==> src/pm_consts.svh <==
`ifndef PM_CONSTS_SVH
`define PM_CONSTS_SVH

// one-shot widths in clocks
`define PM_PC_TICKS 1
`define PM_KC_TICKS 2

// PC, strobe 1, strobe 2, KC
`define PM_CYCLE_CLKS (`PM_PC_TICKS + 2 + `PM_KC_TICKS)

// instruction word fields
`define PM_OP_MSB 15
`define PM_OP_LSB 13
`define PM_B_BIT 6
`define PM_C_MSB 2
`define PM_C_LSB 0

// step counter
`define PM_LK_MSB 3
`define PM_LK_LSB 0
`define PM_LK_W 4

`endif

==> src/pm_pkg.sv <==
package pm_pkg;

	// main loop states
	typedef enum logic [2:0] {
		P0 = 3'd0,
		P1 = 3'd1,
		P2 = 3'd2,
		P3 = 3'd3,
		P4 = 3'd4,
		P5 = 3'd5,
		PI = 3'd6
	} pm_state_e;

	// opcode class in ir[15:13], codes 4..7 behave as register ops
	typedef enum logic [2:0] {
		OP_REG = 3'd0,
		OP_ARG = 3'd1,
		OP_GRP = 3'd2,
		OP_HLT = 3'd3
	} pm_op_e;

endpackage

==> src/cycle_if.sv <==
`timescale 1ns/1ps

interface cycle_if;

	// cycle start pulse
	logic pc;
	logic strob1;
	logic strob2;
	// cycle end pulse
	logic kc;

	modport timer (
		output pc,
		output strob1,
		output strob2,
		output kc
	);

	modport ctl (
		input pc,
		input strob1,
		input strob2,
		input kc
	);

endinterface

==> src/univib.sv <==
`timescale 1ns/1ps

module univib #(
	parameter int ticks = 1
) (
	input  logic __clk,
	input  logic rst_n,
	input  logic trig,
	output logic q
);

	localparam int CW = $clog2(ticks + 1);

	logic [CW-1:0] cnt;

	// a trigger seen while the pulse runs is dropped
	always_ff @(posedge __clk) begin
		if (!rst_n) begin
			cnt <= '0;
		end else if (cnt != '0) begin
			cnt <= cnt - 1'b1;
		end else if (trig) begin
			cnt <= CW'(ticks);
		end
	end

	// pulse starts the clock after the trigger
	assign q = (cnt != '0);

endmodule

==> src/cycle_timer.sv <==
`timescale 1ns/1ps
`include "pm_consts.svh"

module cycle_timer (
	input  logic   __clk,
	input  logic   rst_n,
	input  logic   cycle_go,
	cycle_if.timer cyc
);

	localparam int KW = $clog2(`PM_KC_TICKS + 1);

	logic pc_trig;
	logic pc_d;
	logic s2_q;
	logic [KW-1:0] kc_n;
	logic kc_last;
	logic busy;

	univib #(.ticks(`PM_PC_TICKS)) vib_pc (
		.__clk(__clk),
		.rst_n(rst_n),
		.trig(pc_trig),
		.q(cyc.pc)
	);

	// KC is fired by strobe 2
	univib #(.ticks(`PM_KC_TICKS)) vib_kc (
		.__clk(__clk),
		.rst_n(rst_n),
		.trig(s2_q),
		.q(cyc.kc)
	);

	// phase register: PC delayed, strobe 2, KC clocks seen
	always_ff @(posedge __clk) begin
		if (!rst_n) begin
			pc_d <= 1'b0;
			s2_q <= 1'b0;
			kc_n <= '0;
		end else begin
			pc_d <= cyc.pc;
			s2_q <= cyc.strob1;
			if (cyc.kc && !kc_last) begin
				kc_n <= kc_n + 1'b1;
			end else begin
				kc_n <= '0;
			end
		end
	end

	// strobe 1 is the clock right after PC falls
	assign cyc.strob1 = pc_d & ~cyc.pc;
	assign cyc.strob2 = s2_q;

	assign kc_last = cyc.kc && (kc_n == KW'(`PM_KC_TICKS - 1));
	assign busy = cyc.pc | cyc.strob1 | cyc.strob2 | cyc.kc;

	// start from idle, or chain onto the last KC clock with no gap
	assign pc_trig = cycle_go & (~busy | kc_last);

endmodule

==> src/lk.sv <==
`timescale 1ns/1ps
`include "pm_consts.svh"

module lk (
	input  logic                 __clk,
	input  logic                 rst_n,
	input  logic                 load,
	input  logic                 dec,
	input  logic [`PM_LK_W-1:0]  value,
	output logic                 zero
);

	logic [`PM_LK_W-1:0] cnt;

	// load wins over count down
	always_ff @(posedge __clk) begin
		if (!rst_n) begin
			cnt <= '0;
		end else if (load) begin
			cnt <= value;
		end else if (dec && (cnt != '0)) begin
			cnt <= cnt - 1'b1;
		end
	end

	// holds at zero once reached
	assign zero = (cnt == '0);

endmodule

==> src/pm.sv <==
`timescale 1ns/1ps
`include "pm_consts.svh"

module pm (
	input  logic              __clk,
	input  logic              rst_n,
	input  logic              start_req,
	input  logic              stop_req,
	input  logic              irq,
	input  logic [15:0]       rdt,
	cycle_if.ctl              cyc,
	output logic              cycle_go,
	output logic              fetch,
	output logic              irq_ack,
	output logic              run,
	output logic              start,
	output logic              wait_,
	output pm_pkg::pm_state_e state
);

	localparam int KW = $clog2(`PM_KC_TICKS + 1);

	logic start_ff;
	logic wait_ff;
	logic stop_pend;
	logic [15:0] ir;
	logic [KW-1:0] kc_n;
	logic kc_last;
	logic wake;
	logic lk_load;
	logic lk_dec;
	logic [`PM_LK_W-1:0] lk_value;
	logic lk_zero;
	logic lk_was_zero;
	logic end_stop;
	logic end_halt;
	logic b_mod;
	logic c_zero;
	pm_pkg::pm_op_e op;
	pm_pkg::pm_state_e state_nx;

	lk cnt_lk (
		.__clk(__clk),
		.rst_n(rst_n),
		.load(lk_load),
		.dec(lk_dec),
		.value(lk_value),
		.zero(lk_zero)
	);

	// opcode class
	always_comb begin
		case (ir[`PM_OP_MSB:`PM_OP_LSB])
			pm_pkg::OP_ARG: op = pm_pkg::OP_ARG;
			pm_pkg::OP_GRP: op = pm_pkg::OP_GRP;
			pm_pkg::OP_HLT: op = pm_pkg::OP_HLT;
			default: op = pm_pkg::OP_REG;
		endcase
	end

	assign b_mod = ir[`PM_B_BIT];
	assign c_zero = (ir[`PM_C_MSB:`PM_C_LSB] == '0);

	// count KC clocks to find the last one
	always_ff @(posedge __clk) begin
		if (!rst_n) begin
			kc_n <= '0;
		end else if (cyc.kc && !kc_last) begin
			kc_n <= kc_n + 1'b1;
		end else begin
			kc_n <= '0;
		end
	end

	assign kc_last = cyc.kc && (kc_n == KW'(`PM_KC_TICKS - 1));

	// next state is taken at the end of the cycle
	always_comb begin
		state_nx = state;
		end_stop = 1'b0;
		end_halt = 1'b0;
		case (state)
			pm_pkg::P0: begin
				if (start_ff) state_nx = pm_pkg::P1;
			end
			pm_pkg::P1: begin
				if (op != pm_pkg::OP_ARG) state_nx = pm_pkg::P5;
				else if (c_zero) state_nx = pm_pkg::P2;
				else if (b_mod) state_nx = pm_pkg::P3;
				else state_nx = pm_pkg::P4;
			end
			pm_pkg::P2: begin
				state_nx = b_mod ? pm_pkg::P3 : pm_pkg::P4;
			end
			pm_pkg::P3: state_nx = pm_pkg::P4;
			pm_pkg::P4: state_nx = pm_pkg::P5;
			pm_pkg::P5: begin
				if ((op == pm_pkg::OP_GRP) && !lk_was_zero) begin
					state_nx = pm_pkg::P5;
				end else if (stop_pend) begin
					state_nx = pm_pkg::P0;
					end_stop = 1'b1;
				end else if (irq) begin
					state_nx = pm_pkg::PI;
				end else if (op == pm_pkg::OP_HLT) begin
					// parked in PI until irq wakes the unit
					state_nx = pm_pkg::PI;
					end_halt = 1'b1;
				end else begin
					state_nx = pm_pkg::P1;
				end
			end
			pm_pkg::PI: state_nx = pm_pkg::P1;
			default: state_nx = pm_pkg::P0;
		endcase
	end

	always_ff @(posedge __clk) begin
		if (!rst_n) begin
			state <= pm_pkg::P0;
		end else if (kc_last) begin
			state <= state_nx;
		end
	end

	// START, WAIT and stop request
	always_ff @(posedge __clk) begin
		if (!rst_n) begin
			start_ff <= 1'b0;
			wait_ff <= 1'b0;
			stop_pend <= 1'b0;
		end else begin
			if (kc_last && end_stop) begin
				start_ff <= 1'b0;
			end else if (start_req && (state == pm_pkg::P0)) begin
				start_ff <= 1'b1;
			end
			if (kc_last && end_halt) begin
				wait_ff <= 1'b1;
			end else if (wake) begin
				wait_ff <= 1'b0;
			end
			if (kc_last && end_stop) begin
				stop_pend <= 1'b0;
			end else if (stop_req && run) begin
				stop_pend <= 1'b1;
			end
		end
	end

	// lk zero as seen on strobe 2 of P5
	always_ff @(posedge __clk) begin
		if (!rst_n) begin
			lk_was_zero <= 1'b0;
		end else if (cyc.strob2 && (state == pm_pkg::P5)) begin
			lk_was_zero <= lk_zero;
		end
	end

	always_ff @(posedge __clk) begin
		if (fetch) begin
			ir <= rdt;
		end
	end

	assign wake = wait_ff & irq;
	assign run = start_ff & ~wait_ff;
	assign start = start_ff;
	assign wait_ = ~wait_ff;
	// the halting cycle chains no successor
	assign cycle_go = (run & ~(kc_last & end_halt)) | wake | stop_pend;

	assign fetch = cyc.strob1 && (state == pm_pkg::P1);
	assign irq_ack = cyc.strob2 && (state == pm_pkg::PI);

	// step count comes from the word fetched in P1
	assign lk_value = ir[`PM_LK_MSB:`PM_LK_LSB];
	assign lk_load = cyc.strob2 && (state == pm_pkg::P1) && (op == pm_pkg::OP_GRP);
	assign lk_dec = cyc.strob2 && (state == pm_pkg::P5) && (op == pm_pkg::OP_GRP);

endmodule

==> src/pm_unit.sv <==
`timescale 1ns/1ps

module pm_unit (
	input  logic        __clk,
	input  logic        rst_n,
	input  logic        start_req,
	input  logic        stop_req,
	input  logic        irq,
	input  logic [15:0] rdt,
	output logic [2:0]  state,
	output logic        kc,
	output logic        fetch,
	output logic        irq_ack,
	output logic        run,
	output logic        start,
	output logic        wait_
);

	logic cycle_go;

	cycle_if cyc ();

	cycle_timer u_timer (
		.__clk(__clk),
		.rst_n(rst_n),
		.cycle_go(cycle_go),
		.cyc(cyc.timer)
	);

	pm u_pm (
		.__clk(__clk),
		.rst_n(rst_n),
		.start_req(start_req),
		.stop_req(stop_req),
		.irq(irq),
		.rdt(rdt),
		.cyc(cyc.ctl),
		.cycle_go(cycle_go),
		.fetch(fetch),
		.irq_ack(irq_ack),
		.run(run),
		.start(start),
		.wait_(wait_),
		.state(state)
	);

	assign kc = cyc.kc;

endmodule

==> config.mk <==
export PLATFORM = sky130hd
export DESIGN_NAME = pm_unit
export DESIGN_NICKNAME = d
export VERILOG_FILES = /design/src/pm_pkg.sv /design/src/cycle_if.sv /design/src/univib.sv /design/src/cycle_timer.sv /design/src/lk.sv /design/src/pm.sv /design/src/pm_unit.sv
export VERILOG_INCLUDE_DIRS = /design/src
export SDC_FILE = /design/constraint.sdc
export NUM_CORES = 1
export LEC_CHECK = 0
export ABC_AREA = 1
export CAP_MARGIN = 5
export CORE_MARGIN = 1
export CORE_UTILIZATION = 50
export DETAILED_ROUTE_END_ITERATION = 16
export DONT_BUFFER_PORTS = 1
export PLACE_DENSITY = 0.69
export SLEW_MARGIN = 15
export SYNTH_ARGS = -nofsm -noshare
export SYNTH_HDL_FRONTEND = slang
export SYNTH_SLANG_ARGS = --single-unit
export TNS_END_PERCENT = 10
==> constraint.sdc <==
create_clock -name __clk -period 2.02 [get_ports __clk]
set_input_delay 0.404 -clock __clk [delete_from_list [all_inputs] [get_ports __clk]]
set_output_delay 0.404 -clock __clk [all_outputs]
set_load 0.005 [all_outputs]
==> flow_summary_export.csv, run 1 <==
group,metric,value,unit
run_status,status,"finished clean",
synth,synth_top_family_by_area,"simple AND/OR/NAND/NOR gates",
final_layout,n_fill_cell,229,
timing,fin_crit,1.802,ns
clocking,cts_root_buffer,"clkbuf_4",
routing,vias,1072,
critical_path,cp_max_fo,9,
critical_path,crit_family,"flip-flops",
floorplan,io_pins,30,
synth,synth.area.mux_share,0,
routing,routedWlPerCell,11.71,um
job,drv_cap,0,
routing,postRouteAntennaNets,0,
floorplan,die_h,53.55,um
placement,place_inst,201,
timing,clock-skew-final,0.005382,ns
clocking,cts_tree,"yes",
clocking,cts_sinks,28,
clocking,clock_latency,0.31,ns
clocking,clockBufferDepth,2,
hold_path,hold_path.class,"input pin to flip-flop",
critical_path,cp.buffers_inverters,1,
synth,synth_simple_gate_area_frac,0.2580,
placement,dp_hpwl,1.821,mm
clocking,hold_buffers,0,
synth,synth_seq_area_share,0.4821,
grt,grt_start_max_net_pins,16,
timing,worst_pin_slew,0.4440,ns
final_layout,nets,202,
clocking,numCtsBuffers,3,
critical_path,cpPeakStageDelay,0.50,ns
synth,yosysWarnings,0,
grt,grt_pass1_vias,900,
placement,portBuffers,0,
final_layout,syn_to_final_growth,5.556,%
synth,synthDistinctLibCells,23,
timing,finalCritPeriodShare,0.8920,
floorplan,rows,18,
grt,overflow,0,
synth,synth_nets,197,
floorplan,start_util,0.5315,
grt,grt_pass1_wl,3.822,mm
synth,synth_area_per_cell,7.771,sq um
synth,netlist_instances,171,
timing,grt_setup_unrepaired,"no",
final_layout,drive_above_1_share,0.07429,
grt,antenna_found_initial,0,
timing,setup_violations,0,
placement,pre_cts_slack,0.5449,ns
clocking,clkTransAtPathRegs,0.14,ns
routing,drt-pass1-iter-count,4,
final_layout,mostFrequentLayoutCells,"nand2_1 (41), inv_1 (24), dfxtp_1 (20)",
critical_path,start_kind,"flip-flop",
synth,syn-cell-area,0.001329,sq mm
critical_path,crit_type,"flip-flop to output pin",
timing,tns,0,ns
power_and_ir_drop,cellLeakagePower,0.0005615,uW
final_layout,final-seq-area,640.6,sq um
synth,synth_fa_ha_area_frac,0.04708,
synth,synth_compound_area_frac,0.1205,
power_and_ir_drop,ir_worst_vdd,0.5058,mV
routing,dr.first_iter.drc_count,25,
timing,fmaxAchievable,0.5550,GHz
synth,ys_ff_latch,28,
floorplan,die-area,0.002868,sq mm
final_layout,antenna_cells,0,
timing,max-slew-margin-rel,0.7013,
placement,place.gp.congestion,0.7921,
routing,route.detailed.drc,0,
critical_path,worstPathRequired,1.62,ns
final_layout,multi_input_area,589.3,sq um
clocking,post-cts-setup-buffers,0,
power_and_ir_drop,power_density,727.4,mW/mm^2
final_layout,fin_cells,205,
floorplan,die_width,53.55,um
grt,grt_use_total,0.1850,
critical_path,arrival,1.40,ns
timing,fin_ws,0.2182,ns
timing,slew_viol_final,0,
clocking,cts_resized,0,
final_layout,final_common_cell,"nand2_1",
routing,drt-vias-per-instance,5.229,
routing,drt-total-wl,2.400,mm
synth,synth_xor_area_frac,0.01318,
critical_path,cp_slowest_cell,"dfxtp_1",
timing,hold_viol_final,0,
critical_path,crit_chain,"inv_2, nor4_1",
clocking,htree_levels,1,
critical_path,end_kind,"output pin",
floorplan,core-area,0.002500,sq mm
==> cells by family after synthesis <==
logic type,Yosys count
XOR/XNOR,2
adder cells (fa/ha/maj),5
AND/OR/NAND/NOR,80
flip-flops,28
AO/OA/AOI/OAI,28
buffers and inverters,28
==> cell type report <==
cell class,count,share of cell area
well taps,30,0.02676
repair buffers,1,0.005352
multi-input cells,115,0.4202
clock buffers,3,0.01606
inverters,27,0.07226
clock inverters,1,0.002676
flip-flops and latches,28,0.4567
==> sequential cells by signal, summed over array words and instances (netlist names) <==
register / count
u_pm.cnt_lk.cnt: 4
u_timer.pc_d: 1
u_pm.kc_n: 2
u_timer.vib_kc.cnt: 2
u_pm.state: 3
u_pm.start: 1
u_timer.kc_n: 2
u_pm.wait_ff: 1
u_timer.cyc.strob2: 1
u_pm.stop_pend: 1
u_pm.lk_was_zero: 1
u_timer.vib_pc.q: 1
u_pm.ir: 8
==> per-layer routing <==
layer  part of all wire  vias to the layer above  track usage  routed length (um)
li1                   -                      566            -                   -
met1               0.49                      480       0.2615                1167
met2               0.45                       24       0.2813                1074
met3              0.058                        2      0.04237                 139
met4             0.0079                        0      0.05263                  19
met5                  0                        -            0                   0
==> final timing paths <==
kind	startpoint	to	slack, ns	cells past startpoint
setup / recovery	u_pm.state[2]	irq_ack	0.22	2
hold / removal	rdt[13]	u_pm.ir[13]	0.17	0
setup reg to reg	u_timer.vib_kc.cnt[0]	u_pm.state[1]	0.53	9
hold reg to reg	u_timer.kc_n[0]	u_timer.kc_n[0]	0.43	1
==> stage by stage <==
stage	hold WS, ns	util	cell area [sq um]	power (uW)
3_3_place_gp	0.4045	0.5506	1376	804.8
5_1_grt	0.1473	0.5611	1403	1098
3_5_place_dp	0.4127	0.5506	1376	810.9
2_1_floorplan	0.3973	-	1329	776.6
4_1_cts	0.1652	0.5611	1403	1034
6_report	0.1732	0.5611	1403	1020
==> cells in the mapped netlist <==
| library cell | n | area, sq um |
|---|---|---|
| nor3_1 | 4 | 20.02 |
| nand4_1 | 2 | 12.51 |
| nor2_4 | 1 | 11.26 |
| edfxtp_1 | 8 | 240.2 |
| ha_1 | 5 | 62.56 |
| o21ai_1 | 2 | 10.01 |
| nand2_2 | 1 | 6.260 |
| o21ai_2 | 1 | 8.760 |
| o211ai_1 | 2 | 15.01 |
| nand2_1 | 41 | 153.9 |
| dfxtp_1 | 20 | 400.4 |
| nor2_1 | 16 | 60.06 |
| o32ai_1 | 1 | 8.760 |
| nor2_2 | 1 | 6.260 |
| o21ai_0 | 4 | 20.02 |
| nand3_1 | 12 | 60.06 |
| a21oi_1 | 17 | 85.08 |
| inv_2 | 3 | 11.26 |
| clkbuf_1 | 1 | 3.750 |
| o31ai_2 | 1 | 12.51 |
| inv_1 | 24 | 90.09 |
| xnor2_1 | 2 | 17.52 |
| nor4_1 | 2 | 12.51 |
==> where the power goes <==
| part | switching, uW | total, uW | leakage, uW | internal (uW) |
|---|---|---|---|---|
| combinational | 98.9 | 159 | 0.000312 | 59.8 |
| clock | 151 | 223 | 0.0000154 | 72.1 |
| sequential | 25.6 | 638 | 0.000234 | 613 |
(Power assumes the default switching activity.)
==> run 2: changes to the inputs <==
clock period = 1.96 ns   (was 2.02 ns; I/O delays follow)
==> run 2 against run 1 <==
  * Clock skew up 0.0052 ns
  * Sequential cell count unchanged
  * Routed wire length up 1.5%
  * Hold slack worse by 0.036 ns
  * Sequential share of layout area down 0.84 points
  * Clock-buffer cell count unchanged
  * Critical path type unchanged
  * Highest routed layer unchanged
==> flow_summary_export.csv, run 2 (synthesis gave the netlist of run 1 again) <==
group,metric,value,unit
run_status,status,"finished clean",
hold_path,min_path_cells,0,
placement,pre_cts_slack,0.4905,ns
routing,drt-total-wl,2.435,mm
critical_path,r2r-end,"u_pm.state[1]",
floorplan,rows,18,
power_and_ir_drop,cellLeakagePower,0.0005741,uW
routing,wl_met2,1.106,mm
final_layout,final_area,0.001429,sq mm
hold_path,whs_endpoint,"u_pm.ir[6]",
clocking,clkTransAtPathRegs,0.15,ns
routing,route.detailed.drc,0,
timing,setup_violations,0,
final_layout,top_register,"u_pm.ir",
critical_path,cpPeakStageDelay,0.51,ns
critical_path,worst-r2r-cell-count,9,
timing,tns,0,ns
placement,post_dp_cell_area,0.001376,sq mm
timing,finalCritPeriodShare,0.9223,
timing,worst_pin_slew,0.4076,ns
routing,dr.first_iter.drc_count,27,
critical_path,cp_slowest_cell,"dfxtp_1",
grt,grt_start_max_net_pins,17,
critical_path,cp_max_fo,9,
clocking,hold_buffers,0,
timing,slew_viol_final,0,
final_layout,fin_cells,205,
timing,hold_viol_final,0,
critical_path,r2r_slack,0.47,ns
timing,max-slew-margin-rel,0.7280,
routing,vias,1105,
final_layout,top_regs,"u_pm.ir: 8 flops, u_pm.cnt_lk.cnt: 4 flops, u_pm.state: 3 flops",
floorplan,die-area,0.002868,sq mm
placement,dp_hpwl,1.822,mm
placement,place.gp.congestion,0.7963,
clocking,cts_root_buffer,"clkbuf_4",
critical_path,end_kind,"output pin",
final_layout,nets,202,
power_and_ir_drop,report.power.total,1208,uW
final_layout,mostFrequentLayoutCells,"nand2_1 (41), inv_1 (24), dfxtp_1 (20)",
power_and_ir_drop,power_frac_seq,0.545,
timing,fin_ws,0.1522,ns
grt,grt_use_total,0.1924,
clocking,clockBufferDepth,2,
power_and_ir_drop,power.share.clock,0.314,
hold_path,hold_path.class,"input pin to flip-flop",
floorplan,die_width,53.55,um
power_and_ir_drop,switching_share,0.2530,
clocking,cts_tree,"yes",
power_and_ir_drop,power_density,845.2,mW/mm^2
routing,drt-vias-per-instance,5.390,
critical_path,crit_type,"flip-flop to output pin",
job,drv_cap,0,
grt,overflow,0,
power_and_ir_drop,comb_power_share,0.141,
power_and_ir_drop,p_int,902.2,uW
routing,postRouteAntennaNets,0,
grt,grt_pass1_wl,3.870,mm
clocking,htree_levels,1,
critical_path,crit_family,"flip-flops",
floorplan,core-area,0.002500,sq mm
critical_path,cp.buffers_inverters,1,
critical_path,cp-startpoint,"u_pm.state[0]",
final_layout,drive_above_1_share,0.08000,
grt,grt_pass1_vias,923,
clocking,cts_sinks,28,
final_layout,final_common_cell,"nand2_1",
floorplan,io_pins,30,
placement,place_inst,201,
critical_path,worstPathRequired,1.57,ns
power_and_ir_drop,p_sw,305.5,uW
final_layout,antenna_cells,0,
timing,fin_crit,1.808,ns
power_and_ir_drop,ir_worst_vdd,0.6106,mV
placement,portBuffers,0,
grt,antenna_found_initial,0,
final_layout,largest_reg_flops,8,
final_layout,syn_to_final_growth,7.533,%
clocking,numCtsBuffers,3,
hold_path,min_from,"rdt[6]",
critical_path,start_kind,"flip-flop",
clocking,cts_resized,0,
clocking,post-cts-setup-buffers,0,
timing,grt_setup_unrepaired,"no",
critical_path,r2r_start,"u_timer.vib_kc.cnt[0]",
routing,routedWlPerCell,11.88,um
critical_path,crit_chain,"nand2_1, nor4_2, buf_4",
timing,fmaxAchievable,0.5532,GHz
routing,wl_met1,1.152,mm
routing,routed.top_layer,"met4",
clocking,clock_latency,0.33,ns
floorplan,start_util,0.5315,
routing,drt-pass1-iter-count,4,
floorplan,die_h,53.55,um
routing,met3_length,140,um
critical_path,arrival,1.42,ns
timing,clock-skew-final,0.01053,ns
==> run 2: cell types whose count changed in the layout (fill, tap and decap cells not counted) <==
cell / before / now
bufinv_16: 0 / 1
clkinv_1: 1 / 0
==> run 2: worst max-delay path by stage <==
stage	end	slack (ns)	depth (start not counted)
2_1_floorplan	u_pm.ir[0]	0.03	2
3_3_place_gp	u_pm.state[1]	0.52	9
3_5_place_dp	u_pm.state[1]	0.49	9
4_1_cts	fetch	0.13	3
5_1_grt	fetch	0.06	3
6_report	fetch	0.15	3
==> run 2: layout make-up <==
type	instances	area, sq um
fill	227	1071
sequential	28	640.6
multi-input combinational	115	589.3
inverter	27	101.3
tap	30	37.54
clock inverter	1	30.03
clock buffer	3	22.52
timing repair buffer	1	7.507
==> run 2: layer usage <==
metal	global-route usage	vias to the layer above
met5	0	-
met3	0.05085	5
li1	-	567
met1	0.2447	497
met4	0.08772	0
met2	0.3042	36
==> run 2: power by group through the flow <==
stage | Combinational [uW] | Clock, uW | Sequential (uW)
after floorplan | 136 | 0 | 664
after global placement | 160 | 0 | 669
after detailed placement | 168 | 0 | 671
after CTS | 170 | 392 | 659
after global routing | 203 | 411 | 664
final | 170 | 379 | 658
==> run 2: metrics by stage <==
stage                 util  hold slack, ns
floorplan                -          0.3973
global placement    0.5506          0.4047
detailed placement  0.5506          0.4101
CTS                 0.5716          0.1268
global route        0.5716          0.1113
finish              0.5716          0.1374
